File: config.mk
export PLATFORM = sky130hd
export DESIGN_NAME = zxuno_io
export DESIGN_NICKNAME = d
export VERILOG_FILES = /design/src/verilog/zxuno_pkg.sv /design/src/verilog/zxuno_port_decode.sv /design/src/verilog/zxuno_reg_bank.sv /design/src/verilog/zxuno_coreid.sv /design/src/verilog/cpu_din_mux.sv /design/src/verilog/zxuno_io.sv
export VERILOG_INCLUDE_DIRS = /design/src /design/src/verilog
export SDC_FILE = /design/constraint.sdc
export NUM_CORES = 1
export LEC_CHECK = 0
export BUFFER_PORTS_ARGS = -buffer_cell sky130_fd_sc_hd__buf_2
export CORE_ASPECT_RATIO = 1.5
export CORE_MARGIN = 5
export CORE_UTILIZATION = 51
export CTS_CLUSTER_SIZE = 8
export DETAILED_ROUTE_END_ITERATION = 10
export HOLD_SLACK_MARGIN = 0.03
export PLACE_DENSITY = 0.88
export RECOVER_POWER = 50
export SLEW_MARGIN = 5
export SYNTH_ARGS = -nofsm -noshare
export SYNTH_HDL_FRONTEND = slang
export SYNTH_SLANG_ARGS = --single-unit
File: constraint.sdc
create_clock -name sysclk -period 3.7 [get_ports sysclk]
set_input_delay 0.555 -clock sysclk [delete_from_list [all_inputs] [get_ports sysclk]]
set_output_delay 0.555 -clock sysclk [all_outputs]
set_load 0.01 [all_outputs]
File: src/verilog/zxuno_defines.svh
`ifndef ZXUNO_DEFINES_SVH
`define ZXUNO_DEFINES_SVH

// ---------------------------------------------------------------------------
// ZX-Uno I/O port addresses
// ---------------------------------------------------------------------------
`define ZXUNO_ADDR_PORT 16'hFC3B
`define ZXUNO_DATA_PORT 16'hFD3B

// Register numbers behind the data port
`define REG_DEVOPTIONS 8'h0E
`define REG_SCRATCH    8'hFE
`define REG_COREID     8'hFF

// Bytes forced onto the CPU data-in bus
`define INTACK_DATA  8'hFF
`define FLOATING_BUS 8'hFF

// ---------------------------------------------------------------------------
// Core-ID string, "T1.0A" plus terminator
// ---------------------------------------------------------------------------
`define COREID_LEN   6
`define COREID_BYTE0 8'h54
`define COREID_BYTE1 8'h31
`define COREID_BYTE2 8'h2E
`define COREID_BYTE3 8'h30
`define COREID_BYTE4 8'h41
// Terminator
`define COREID_BYTE5 8'h00

`endif

File: src/verilog/zxuno_pkg.sv
package zxuno_pkg;

  // Bus widths
  typedef logic [15:0] cpu_addr_t;
  typedef logic [7:0]  cpu_data_t;
  typedef logic [7:0]  reg_addr_t;

  // One cycle of the Z80 bus as seen by the I/O side
  typedef struct packed {
    cpu_addr_t addr;
    cpu_data_t dout;
    logic      iorq_n;
    logic      rd_n;
    logic      wr_n;
    logic      m1_n;
  } cpu_bus_t;

  // Register access from the port decoder to the register blocks
  typedef struct packed {
    reg_addr_t addr;
    // Level, data port read in progress
    logic      rd;
    // First cycle of a data port write
    logic      wr_stb;
    cpu_data_t wdata;
    // One cycle after a data port read ends
    logic      rd_done;
    // Register address port was written
    logic      addr_changed;
  } reg_access_t;

  // Device-options register, bit 7 down to bit 0
  typedef struct packed {
    logic disable_ay;
    logic disable_turboay;
    logic disable_7ffd;
    logic disable_1ffd;
    logic disable_romsel7f;
    logic disable_romsel1f;
    logic enable_timexmmu;
    logic disable_spisd;
  } dev_options_t;

endpackage

File: src/verilog/zxuno_port_decode.sv
`timescale 1ns/1ns
`include "zxuno_defines.svh"

module zxuno_port_decode
  import zxuno_pkg::*;
(
  input  logic        sysclk,
  input  logic        rst,
  input  cpu_bus_t    bus,
  output reg_access_t access,
  output logic        addr_rd,
  output reg_addr_t   reg_addr
);

  // I/O cycle qualifiers, interrupt acknowledge excluded
  logic io_rd;
  logic io_wr;
  logic hit_addr_port;
  logic hit_data_port;
  logic data_rd;
  logic addr_wr_stb;

  // Strobe state one cycle back
  logic wr_q;
  logic data_rd_q;

  assign io_rd = !bus.iorq_n && !bus.rd_n && bus.wr_n && bus.m1_n;
  assign io_wr = !bus.iorq_n && !bus.wr_n && bus.rd_n && bus.m1_n;

  assign hit_addr_port = (bus.addr == `ZXUNO_ADDR_PORT);
  assign hit_data_port = (bus.addr == `ZXUNO_DATA_PORT);

  assign data_rd = io_rd && hit_data_port;
  assign addr_rd = io_rd && hit_addr_port;

  // Only the first cycle of a held write counts
  assign addr_wr_stb = io_wr && !wr_q && hit_addr_port;

  // ---------------------------------------------------------------------------
  // Address register and edge history
  // ---------------------------------------------------------------------------
  always_ff @(posedge sysclk) begin
    if (rst) begin
      wr_q      <= 1'b0;
      data_rd_q <= 1'b0;
      reg_addr  <= '0;
    end else begin
      wr_q      <= io_wr;
      data_rd_q <= data_rd;
      // New register number lands at end of first write cycle
      if (addr_wr_stb) begin
        reg_addr <= bus.dout;
      end
    end
  end

  // Access bundle for the register blocks
  always_comb begin
    access.addr         = reg_addr;
    access.rd           = data_rd;
    access.wr_stb       = io_wr && !wr_q && hit_data_port;
    access.wdata        = bus.dout;
    // First idle cycle after the read
    access.rd_done      = data_rd_q && !data_rd;
    access.addr_changed = addr_wr_stb;
  end

  // One strobe per write however long it is held
  wr_stb_single: assert property (
    @(posedge sysclk) disable iff (rst)
    access.wr_stb |=> !access.wr_stb
  );

  // Read and write of the data port never overlap
  rd_wr_excl: assert property (
    @(posedge sysclk) disable iff (rst)
    !(access.rd && access.wr_stb)
  );

endmodule

File: src/verilog/zxuno_reg_bank.sv
`timescale 1ns/1ns
`include "zxuno_defines.svh"

module zxuno_reg_bank
  import zxuno_pkg::*;
(
  input  logic         sysclk,
  input  logic         rst,
  input  reg_access_t  access,
  output logic         bank_oe,
  output cpu_data_t    bank_dout,
  output dev_options_t dev_options
);

  // Address matches for this bank
  logic sel_scratch;
  logic sel_devopts;

  cpu_data_t scratch;

  assign sel_scratch = (access.addr == `REG_SCRATCH);
  assign sel_devopts = (access.addr == `REG_DEVOPTIONS);

  // ---------------------------------------------------------------------------
  // Register writes
  // ---------------------------------------------------------------------------
  always_ff @(posedge sysclk) begin
    if (rst) begin
      scratch     <= '0;
      dev_options <= '0;
    end else if (access.wr_stb) begin
      if (sel_scratch) begin
        scratch <= access.wdata;
      end
      // Flags map straight onto data bits 7..0
      if (sel_devopts) begin
        dev_options <= dev_options_t'(access.wdata);
      end
    end
  end

  // Readback
  assign bank_oe   = access.rd && (sel_scratch || sel_devopts);
  assign bank_dout = sel_devopts ? cpu_data_t'(dev_options) : scratch;

  // Bank never answers for the core-ID register
  no_coreid_overlap: assert property (
    @(posedge sysclk) disable iff (rst)
    bank_oe |-> (access.addr != `REG_COREID)
  );

endmodule

File: src/verilog/zxuno_coreid.sv
`timescale 1ns/1ns
`include "zxuno_defines.svh"

module zxuno_coreid
  import zxuno_pkg::*;
(
  input  logic        sysclk,
  input  logic        rst,
  input  reg_access_t access,
  output logic        coreid_oe,
  output cpu_data_t   coreid_dout
);

  // Index into the ID string
  logic [2:0] ptr;
  logic       sel_coreid;

  assign sel_coreid = (access.addr == `REG_COREID);

  // Restart on address write, step once per finished read
  always_ff @(posedge sysclk) begin
    if (rst || access.addr_changed) begin
      ptr <= '0;
    end else if (access.rd_done && sel_coreid) begin
      // Wrap after the terminator
      ptr <= (ptr == 3'(`COREID_LEN - 1)) ? 3'd0 : ptr + 3'd1;
    end
  end

  always_comb begin
    case (ptr)
      3'd0:    coreid_dout = `COREID_BYTE0;
      3'd1:    coreid_dout = `COREID_BYTE1;
      3'd2:    coreid_dout = `COREID_BYTE2;
      3'd3:    coreid_dout = `COREID_BYTE3;
      3'd4:    coreid_dout = `COREID_BYTE4;
      default: coreid_dout = `COREID_BYTE5;
    endcase
  end

  assign coreid_oe = access.rd && sel_coreid;

  ptr_in_range: assert property (
    @(posedge sysclk) disable iff (rst)
    ptr < 3'(`COREID_LEN)
  );

endmodule

File: src/verilog/cpu_din_mux.sv
`timescale 1ns/1ns
`include "zxuno_defines.svh"

module cpu_din_mux
  import zxuno_pkg::*;
(
  input  cpu_bus_t  bus,
  input  logic      addr_rd,
  input  reg_addr_t reg_addr,
  input  logic      bank_oe,
  input  cpu_data_t bank_dout,
  input  logic      coreid_oe,
  input  cpu_data_t coreid_dout,
  output cpu_data_t cpudin
);

  // Interrupt acknowledge, IORQ together with M1
  logic intack;

  assign intack = !bus.iorq_n && !bus.m1_n;

  // ---------------------------------------------------------------------------
  // Priority order, first match wins
  // ---------------------------------------------------------------------------
  always_comb begin
    if (intack) begin
      cpudin = `INTACK_DATA;
    end else if (addr_rd) begin
      // Register address port readback
      cpudin = reg_addr;
    end else if (coreid_oe) begin
      cpudin = coreid_dout;
    end else if (bank_oe) begin
      cpudin = bank_dout;
    end else begin
      // Nothing driving the bus
      cpudin = `FLOATING_BUS;
    end
  end

endmodule

File: src/verilog/zxuno_io.sv
`timescale 1ns/1ns

module zxuno_io
  import zxuno_pkg::*;
(
  input  logic         sysclk,
  input  logic         rst,
  input  cpu_bus_t     bus,
  output cpu_data_t    cpudin,
  output dev_options_t dev_options
);

  // Decoder outputs
  reg_access_t access;
  logic        addr_rd;
  reg_addr_t   reg_addr;

  // Register block read paths
  logic      bank_oe;
  cpu_data_t bank_dout;
  logic      coreid_oe;
  cpu_data_t coreid_dout;

  zxuno_port_decode u_decode (
    .sysclk   (sysclk),
    .rst      (rst),
    .bus      (bus),
    .access   (access),
    .addr_rd  (addr_rd),
    .reg_addr (reg_addr)
  );

  // Scratch and device options
  zxuno_reg_bank u_reg_bank (
    .sysclk      (sysclk),
    .rst         (rst),
    .access      (access),
    .bank_oe     (bank_oe),
    .bank_dout   (bank_dout),
    .dev_options (dev_options)
  );

  zxuno_coreid u_coreid (
    .sysclk      (sysclk),
    .rst         (rst),
    .access      (access),
    .coreid_oe   (coreid_oe),
    .coreid_dout (coreid_dout)
  );

  // CPU data-in selection
  cpu_din_mux u_din_mux (
    .bus         (bus),
    .addr_rd     (addr_rd),
    .reg_addr    (reg_addr),
    .bank_oe     (bank_oe),
    .bank_dout   (bank_dout),
    .coreid_oe   (coreid_oe),
    .coreid_dout (coreid_dout),
    .cpudin      (cpudin)
  );

endmodule

=== Yosys cells after proc, flatten, opt, wreduce, memory -nomap -nowiden ===
Index checks and enable logic that the tools add are counted.

* Register bits after elaboration: 29
* Input port bits: 30
* Word-level logic and storage cells: 58

* Add/sub/neg operators: 1
* Eq/ne operators: 10
* Mux-type cells: 7
* Reductions and logical operators: 27

{| class="wikitable"
|+ Operator list
! operator !! number
|-
| $mux 8 || 5
|-
| $pmux 7 s5 || 1
|-
| $eq 16x16->1 const B || 2
|-
| $eq 8x8->1 const B || 2
|-
| $logic_and 1x1->1 || 16
|-
| $eq 8x4->1 const B || 1
|-
| $eq 3x2->1 const B || 2
|-
| $eq 3x3->1 const B || 2
|-
| $logic_not 1->1 || 6
|-
| $reduce_and 2->1 || 2
|-
| $add 3x1->3 const B || 1
|-
| $eq 3x1->1 const B || 1
|-
| $logic_not 3->1 || 1
|-
| $mux 3 || 1
|-
| $logic_or 1x1->1 || 2
|}

=== Longest topological paths before layout ===
* Word-level depth: 10
* Mapped depth: 8
* Depth with buffers taken out: 7

=== Modules after synthesis ===
A second synthesis with hierarchy kept.

* Cells, all modules: 228
* Area total of the unflattened synthesis: 2,025.7 um^2

{| class="wikitable"
|+ By module, submodules not included
! module !! instances !! cells an instance !! area each (um^2) !! seq. area each (um^2)
|-
| zxuno_reg_bank || 1 || 78 || 833.3 || 320.3
|-
| zxuno_port_decode || 1 || 76 || 655.6 || 200.2
|-
| zxuno_coreid || 1 || 38 || 300.3 || 60.1
|-
| cpu_din_mux || 1 || 36 || 236.5 || 0.0
|}

=== Worst setup path after synthesis ===
OpenSTA, ideal clock, no wires.

* Kind: input -> output
* Start: input port bus[19] (netlist bit)
* End: output port cpudin[7]
* Arrival: 2.535 ns
* Data required time: 3.145 ns
* Setup slack: 0.610 ns
* Stages: 6
* Cell sequence: or3_1 or4_4 buf_6 a2111oi_4 o211ai_1 a221o_1

* Word-level cells in the longest chain between the ends: 7
* Elaborated cells on any way between the ends: 10

{| class="wikitable"
|+ RTL lines
! item !! RTL line !! RTL
|-
| start: declaration || zxuno_io.sv:8 || <nowiki>input cpu_bus_t bus,</nowiki>
|-
| $eq 16x16->1 (no source line) || - ||
|-
| $logic_and 1x1->1 || zxuno_port_decode.sv:33 || <nowiki>assign data_rd = io_rd && hit_data_port;</nowiki>
|-
| $logic_and 1x1->1 || zxuno_reg_bank.sv:43 || <nowiki>assign bank_oe = access.rd && (sel_scratch || sel_devopts);</nowiki>
|-
| $mux 8 || cpu_din_mux.sv:33 || <nowiki>end else if (bank_oe) begin</nowiki>
|-
| $mux 8 || cpu_din_mux.sv:31 || <nowiki>end else if (coreid_oe) begin</nowiki>
|-
| $mux 8 (*) || cpu_din_mux.sv:28 || <nowiki>end else if (addr_rd) begin</nowiki>
|-
| $mux 8 (*) || cpu_din_mux.sv:26 || <nowiki>if (intack) begin</nowiki>
|-
| end: declaration || zxuno_io.sv:9 || <nowiki>output cpu_data_t cpudin,</nowiki>
|}

Every way passes the cells marked *; elsewhere a longest branch is shown, timed or not.

=== Worst setup path in the final report ===
Ends and elaborated chain as after synthesis.

==> impl_metrics.env <==
export IMPL_hpwlAfterDp_mm=2.83
export IMPL_initialDrtViolationCount=29
export IMPL_design_core_area_mm2=0.00294
export IMPL_path_delay_family="compound AO/OA/AOI/OAI gates"
export IMPL_num_fill_cells=279
export IMPL_routed_via_count=1466
export IMPL_irDropWorstVdd_v=0.000406
export IMPL_drt_pass1_iter_count=4
export IMPL_timing_final_hold_violations=0
export IMPL_synth_area_mux_share=0.204
export IMPL_crit_path_end_kind="output port"
export IMPL_rsz0062_at_grt="false"
export IMPL_crit_path_max_incr_delay_ns=0.60
export IMPL_yosys_area_share_adder=0.00797
export IMPL_globalRoute_totalOverflow=0
export IMPL_max_clock_freq_mhz=298
export IMPL_setup_reg_to_reg_worst_slack_ns=1.20
export IMPL_layout_drive_gt1_share=0.242
export IMPL_sink_count_of_the_clock_tree=29
export IMPL_mappedNetlistArea_mm2=0.00157
export IMPL_setup_tns_ns=0
export IMPL_switching_share=0.186
export IMPL_synth_yosys_seq_area_share=0.370
export IMPL_power_static_leakage_uw=0.000839
export IMPL_clock_insertion_delay_worst_skew_ns=0.29
export IMPL_postRouteWirelength_mm=3.73
export IMPL_design_power_total_uw=729
export IMPL_cts_hold_buffers_added=0
export IMPL_syn_mean_instance_area_um2=9.28
export IMPL_post_route_worst_setup_slack_ns=0.347
export IMPL_clkSlewWorstSetupHoldPaths_ns=0.06
export IMPL_critical_path_reg2reg_endpoint="u_reg_bank.dev_options[4]"
export IMPL_startpoint_type="input pin"
export IMPL_critPathRequiredTime_ns=3.14
export IMPL_setup_viol=0
export IMPL_initial_utilization=0.533
export IMPL_nets=245
export IMPL_critPathCapture="cpudin[7]"
export IMPL_fraction_of_power_consumed_by_sequential_logic=0.429
export IMPL_die_x_um=55.3
export IMPL_cellInternalPower_uw=594
export IMPL_cpMostUsedCell="buf_2"
export IMPL_postRouteAntennaNets=0
export IMPL_crit_path_top_delay_cell="or4_4"
export IMPL_tritoncts_buffer_count=5
export IMPL_largest_net_degree_at_the_start_of_global_routing=30
export IMPL_transition_time_at_the_pin_with_the_least_slew_margin_ns=1.17
export IMPL_combinational_family_with_the_most_area_after_synthesis="simple AND/OR/NAND/NOR gates"
export IMPL_io_pin_count=46
export IMPL_pre_cts_ws_ns=0.344
export IMPL_crit_path_start="bus[19]"
export IMPL_fin_crit_sh=0.906
export IMPL_outcome="finished, final reports clean"
export IMPL_syn_to_final_growth_pct=23.3
export IMPL_worst_slew_margin_rel=0.223
export IMPL_areal_power_density_over_the_cells_mw_per_mm2=377
export IMPL_critical_path_class="input pin to output port"
export IMPL_path_max_fanout=7
export IMPL_post_cts_resize_count=0
export IMPL_post_synth_xor_area_fraction=0.0112
export IMPL_post_route_cell_area_mm2=0.00193
export IMPL_power_frac_comb=0.041
export IMPL_dieHeight_um=77.9
export IMPL_synthesis_yosys_warnings=0
export IMPL_worst_endpoint_arrival_ns=2.80
export IMPL_avgRoutedWirePerCell_um=14.7
export IMPL_most_common_cell_after_layout_fill_and_taps_aside="buf_2"
export IMPL_cts_root_buf="clkbuf_8"
export IMPL_pwr_share_clk=0.531
export IMPL_worstReg2RegStart="u_decode.reg_addr[4]"
export IMPL_final_min_clock_period_ns=3.35
export IMPL_number_of_setup_buffers_added_after_cts=0
export IMPL_grt_pass1_vias=1427
export IMPL_cp_num_cells=7
export IMPL_n_antenna_cell=0
export IMPL_yosys_area_share_simple=0.236
export IMPL_cts_htree_levels=2
export IMPL_final_cell_mix="36 x buf_2, 34 x nor2_1, 32 x mux2i_1"
export IMPL_maxSlewViolCount=0
export IMPL_cts_tree="yes"
export IMPL_placed_area_mm2=0.00181
export IMPL_syn_num_nets=200
export IMPL_detail_route_drc_violations=0
export IMPL_std_cell_rows=24
export IMPL_grt_antenna_before_repair=0
export IMPL_synthesis_instances=169
export IMPL_crit_buf_inv=2
export IMPL_global_route_usage_total=0.185
export IMPL_max_cap_violations=0
export IMPL_timing_clock_skew_ns=0.00947
export IMPL_place_port_buffers=45
export IMPL_die_area_mm2=0.00431
export IMPL_worstRegToRegCells=5
export IMPL_ff_latch_area_um2=581
export IMPL_cells_traversed_along_the_worst_timing_path="buf_2 > or3_1 > or4_4 > a2111oi_4 > o211ai_1 > a221o_1 > buf_2"
export IMPL_global_route_wire_length_before_repair_mm=6.36
export IMPL_footprint_of_the_multi_input_gates_um2=931
export IMPL_clockBufferDepth=2
export IMPL_post_drt_via_cell_ratio=5.77
export IMPL_netSwitchingPower_uw=136
export IMPL_type_of_the_tightest_min_delay_check="flip-flop to flip-flop"
export IMPL_synth_compound_area_share=0.134
export IMPL_synth_cell_type_count=38
export IMPL_yosys_register_bits=29
export IMPL_place_congestion=0.889
metrics by stage:
| step | hold slack, ns | instances | util |
|---|---|---|---|
| 2_1_floorplan | 0.463 | 169 | - |
| 3_3_place_gp | 0.475 | 246 | 0.616 |
| 3_5_place_dp | 0.483 | 246 | 0.616 |
| 4_1_cts | 0.498 | 254 | 0.661 |
| 5_1_grt | 0.531 | 254 | 0.657 |
| 6_report | 0.495 | 254 | 0.657 |
kinds of logic (layout without fill, tap and decap cells):
logic type | Yosys count | after routing
flip-flops | 29 | 29
AO/OA/AOI/OAI | 24 | 24
XOR/XNOR | 2 | 2
adder cells (fa/ha/maj) | 1 | 1
AND/OR/NAND/NOR | 68 | 68
buffers and inverters | 13 | 59
multiplexers | 32 | 32
routing by layer:
metal	vias up	GRT usage	wire [um]
li1	715	-	-
met1	711	0.192	1460
met2	32	0.333	2060
met3	8	0.0548	140
met4	0	0.0925	73
met5	-	0	0
cell usage after synthesis:
cell       count  area share
o21ai_0        2      0.0064
nand2_1        4      0.0096
xor2_1         2       0.011
and2_1         1      0.0040
a211o_1        3       0.017
a221o_1        5       0.032
o22ai_1        1      0.0040
nand4_2        1      0.0080
buf_2          1      0.0032
a21o_1         1      0.0048
nand4bb_1      2       0.014
ha_1           1      0.0080
o211ai_1       2      0.0096
nand4b_1       2       0.011
a31oi_1        1      0.0040
nor2_1        34       0.081
and4_1         2       0.011
a221oi_1       3       0.017
nor2_2         1      0.0040
nand4_1        5       0.020
nor3_1         6       0.019
clkbuf_1       6       0.014
a2111oi_4      1       0.018
dfxtp_1       29        0.37
a211oi_1       1      0.0048
a31o_2         1      0.0056
nor4_4         1       0.014
o22a_1         1      0.0056
or2_2          1      0.0040
or4_4          1      0.0072
or4_1          1      0.0048
a21oi_1        2      0.0064
nand2b_1       4       0.016
buf_6          1      0.0072
and3_1         1      0.0040
mux2i_1       32        0.20
inv_1          5       0.012
or3_1          1      0.0040
how the worst min path moves through the flow:
stage,start,to,cells past startpoint
3_3_place_gp,u_reg_bank.scratch[0],u_reg_bank.scratch[0],2
4_1_cts,u_reg_bank.scratch[2],u_reg_bank.scratch[2],2
3_5_place_dp,u_reg_bank.scratch[2],u_reg_bank.scratch[2],2
5_1_grt,u_reg_bank.scratch[6],u_reg_bank.scratch[6],2
6_report,u_reg_bank.scratch[2],u_reg_bank.scratch[2],2
2_1_floorplan,u_reg_bank.scratch[0],u_reg_bank.scratch[0],2
worst reg2reg max path: cells and delay by family, from the launching register on:
kind          cells  cell delay (ns)
simple gates      4             1.72
flops             1             0.33
mux               1             0.30
layout make-up:
class | instances | share of cell area
Multi-Input combinational cell | 127 | 0.481
Sequential cell | 29 | 0.300
Timing Repair Buffer | 46 | 0.114
Clock buffer | 5 | 0.0356
Clock inverter | 3 | 0.0336
Tap cell | 39 | 0.0252
Inverter | 5 | 0.00970
flip-flops by register name, summed over array words and instances, names as in the netlist:
name	count
u_coreid.ptr	3
u_decode.data_rd_q	1
u_decode.reg_addr	8
u_decode.wr_q	1
u_reg_bank.dev_options	8
u_reg_bank.scratch	8
power by group through the flow:
| stage | clock network [uW] | logic (uW) | registers, uW |
|---|---|---|---|
| floorplan | 0 | 9.81 | 319 |
| global placement | 0 | 28.9 | 319 |
| detailed placement | 0 | 29.6 | 319 |
| CTS | 394 | 29.7 | 312 |
| global route | 411 | 32.7 | 312 |
| finish | 387 | 29.6 | 312 |
Power figures use the tool's default switching activity.
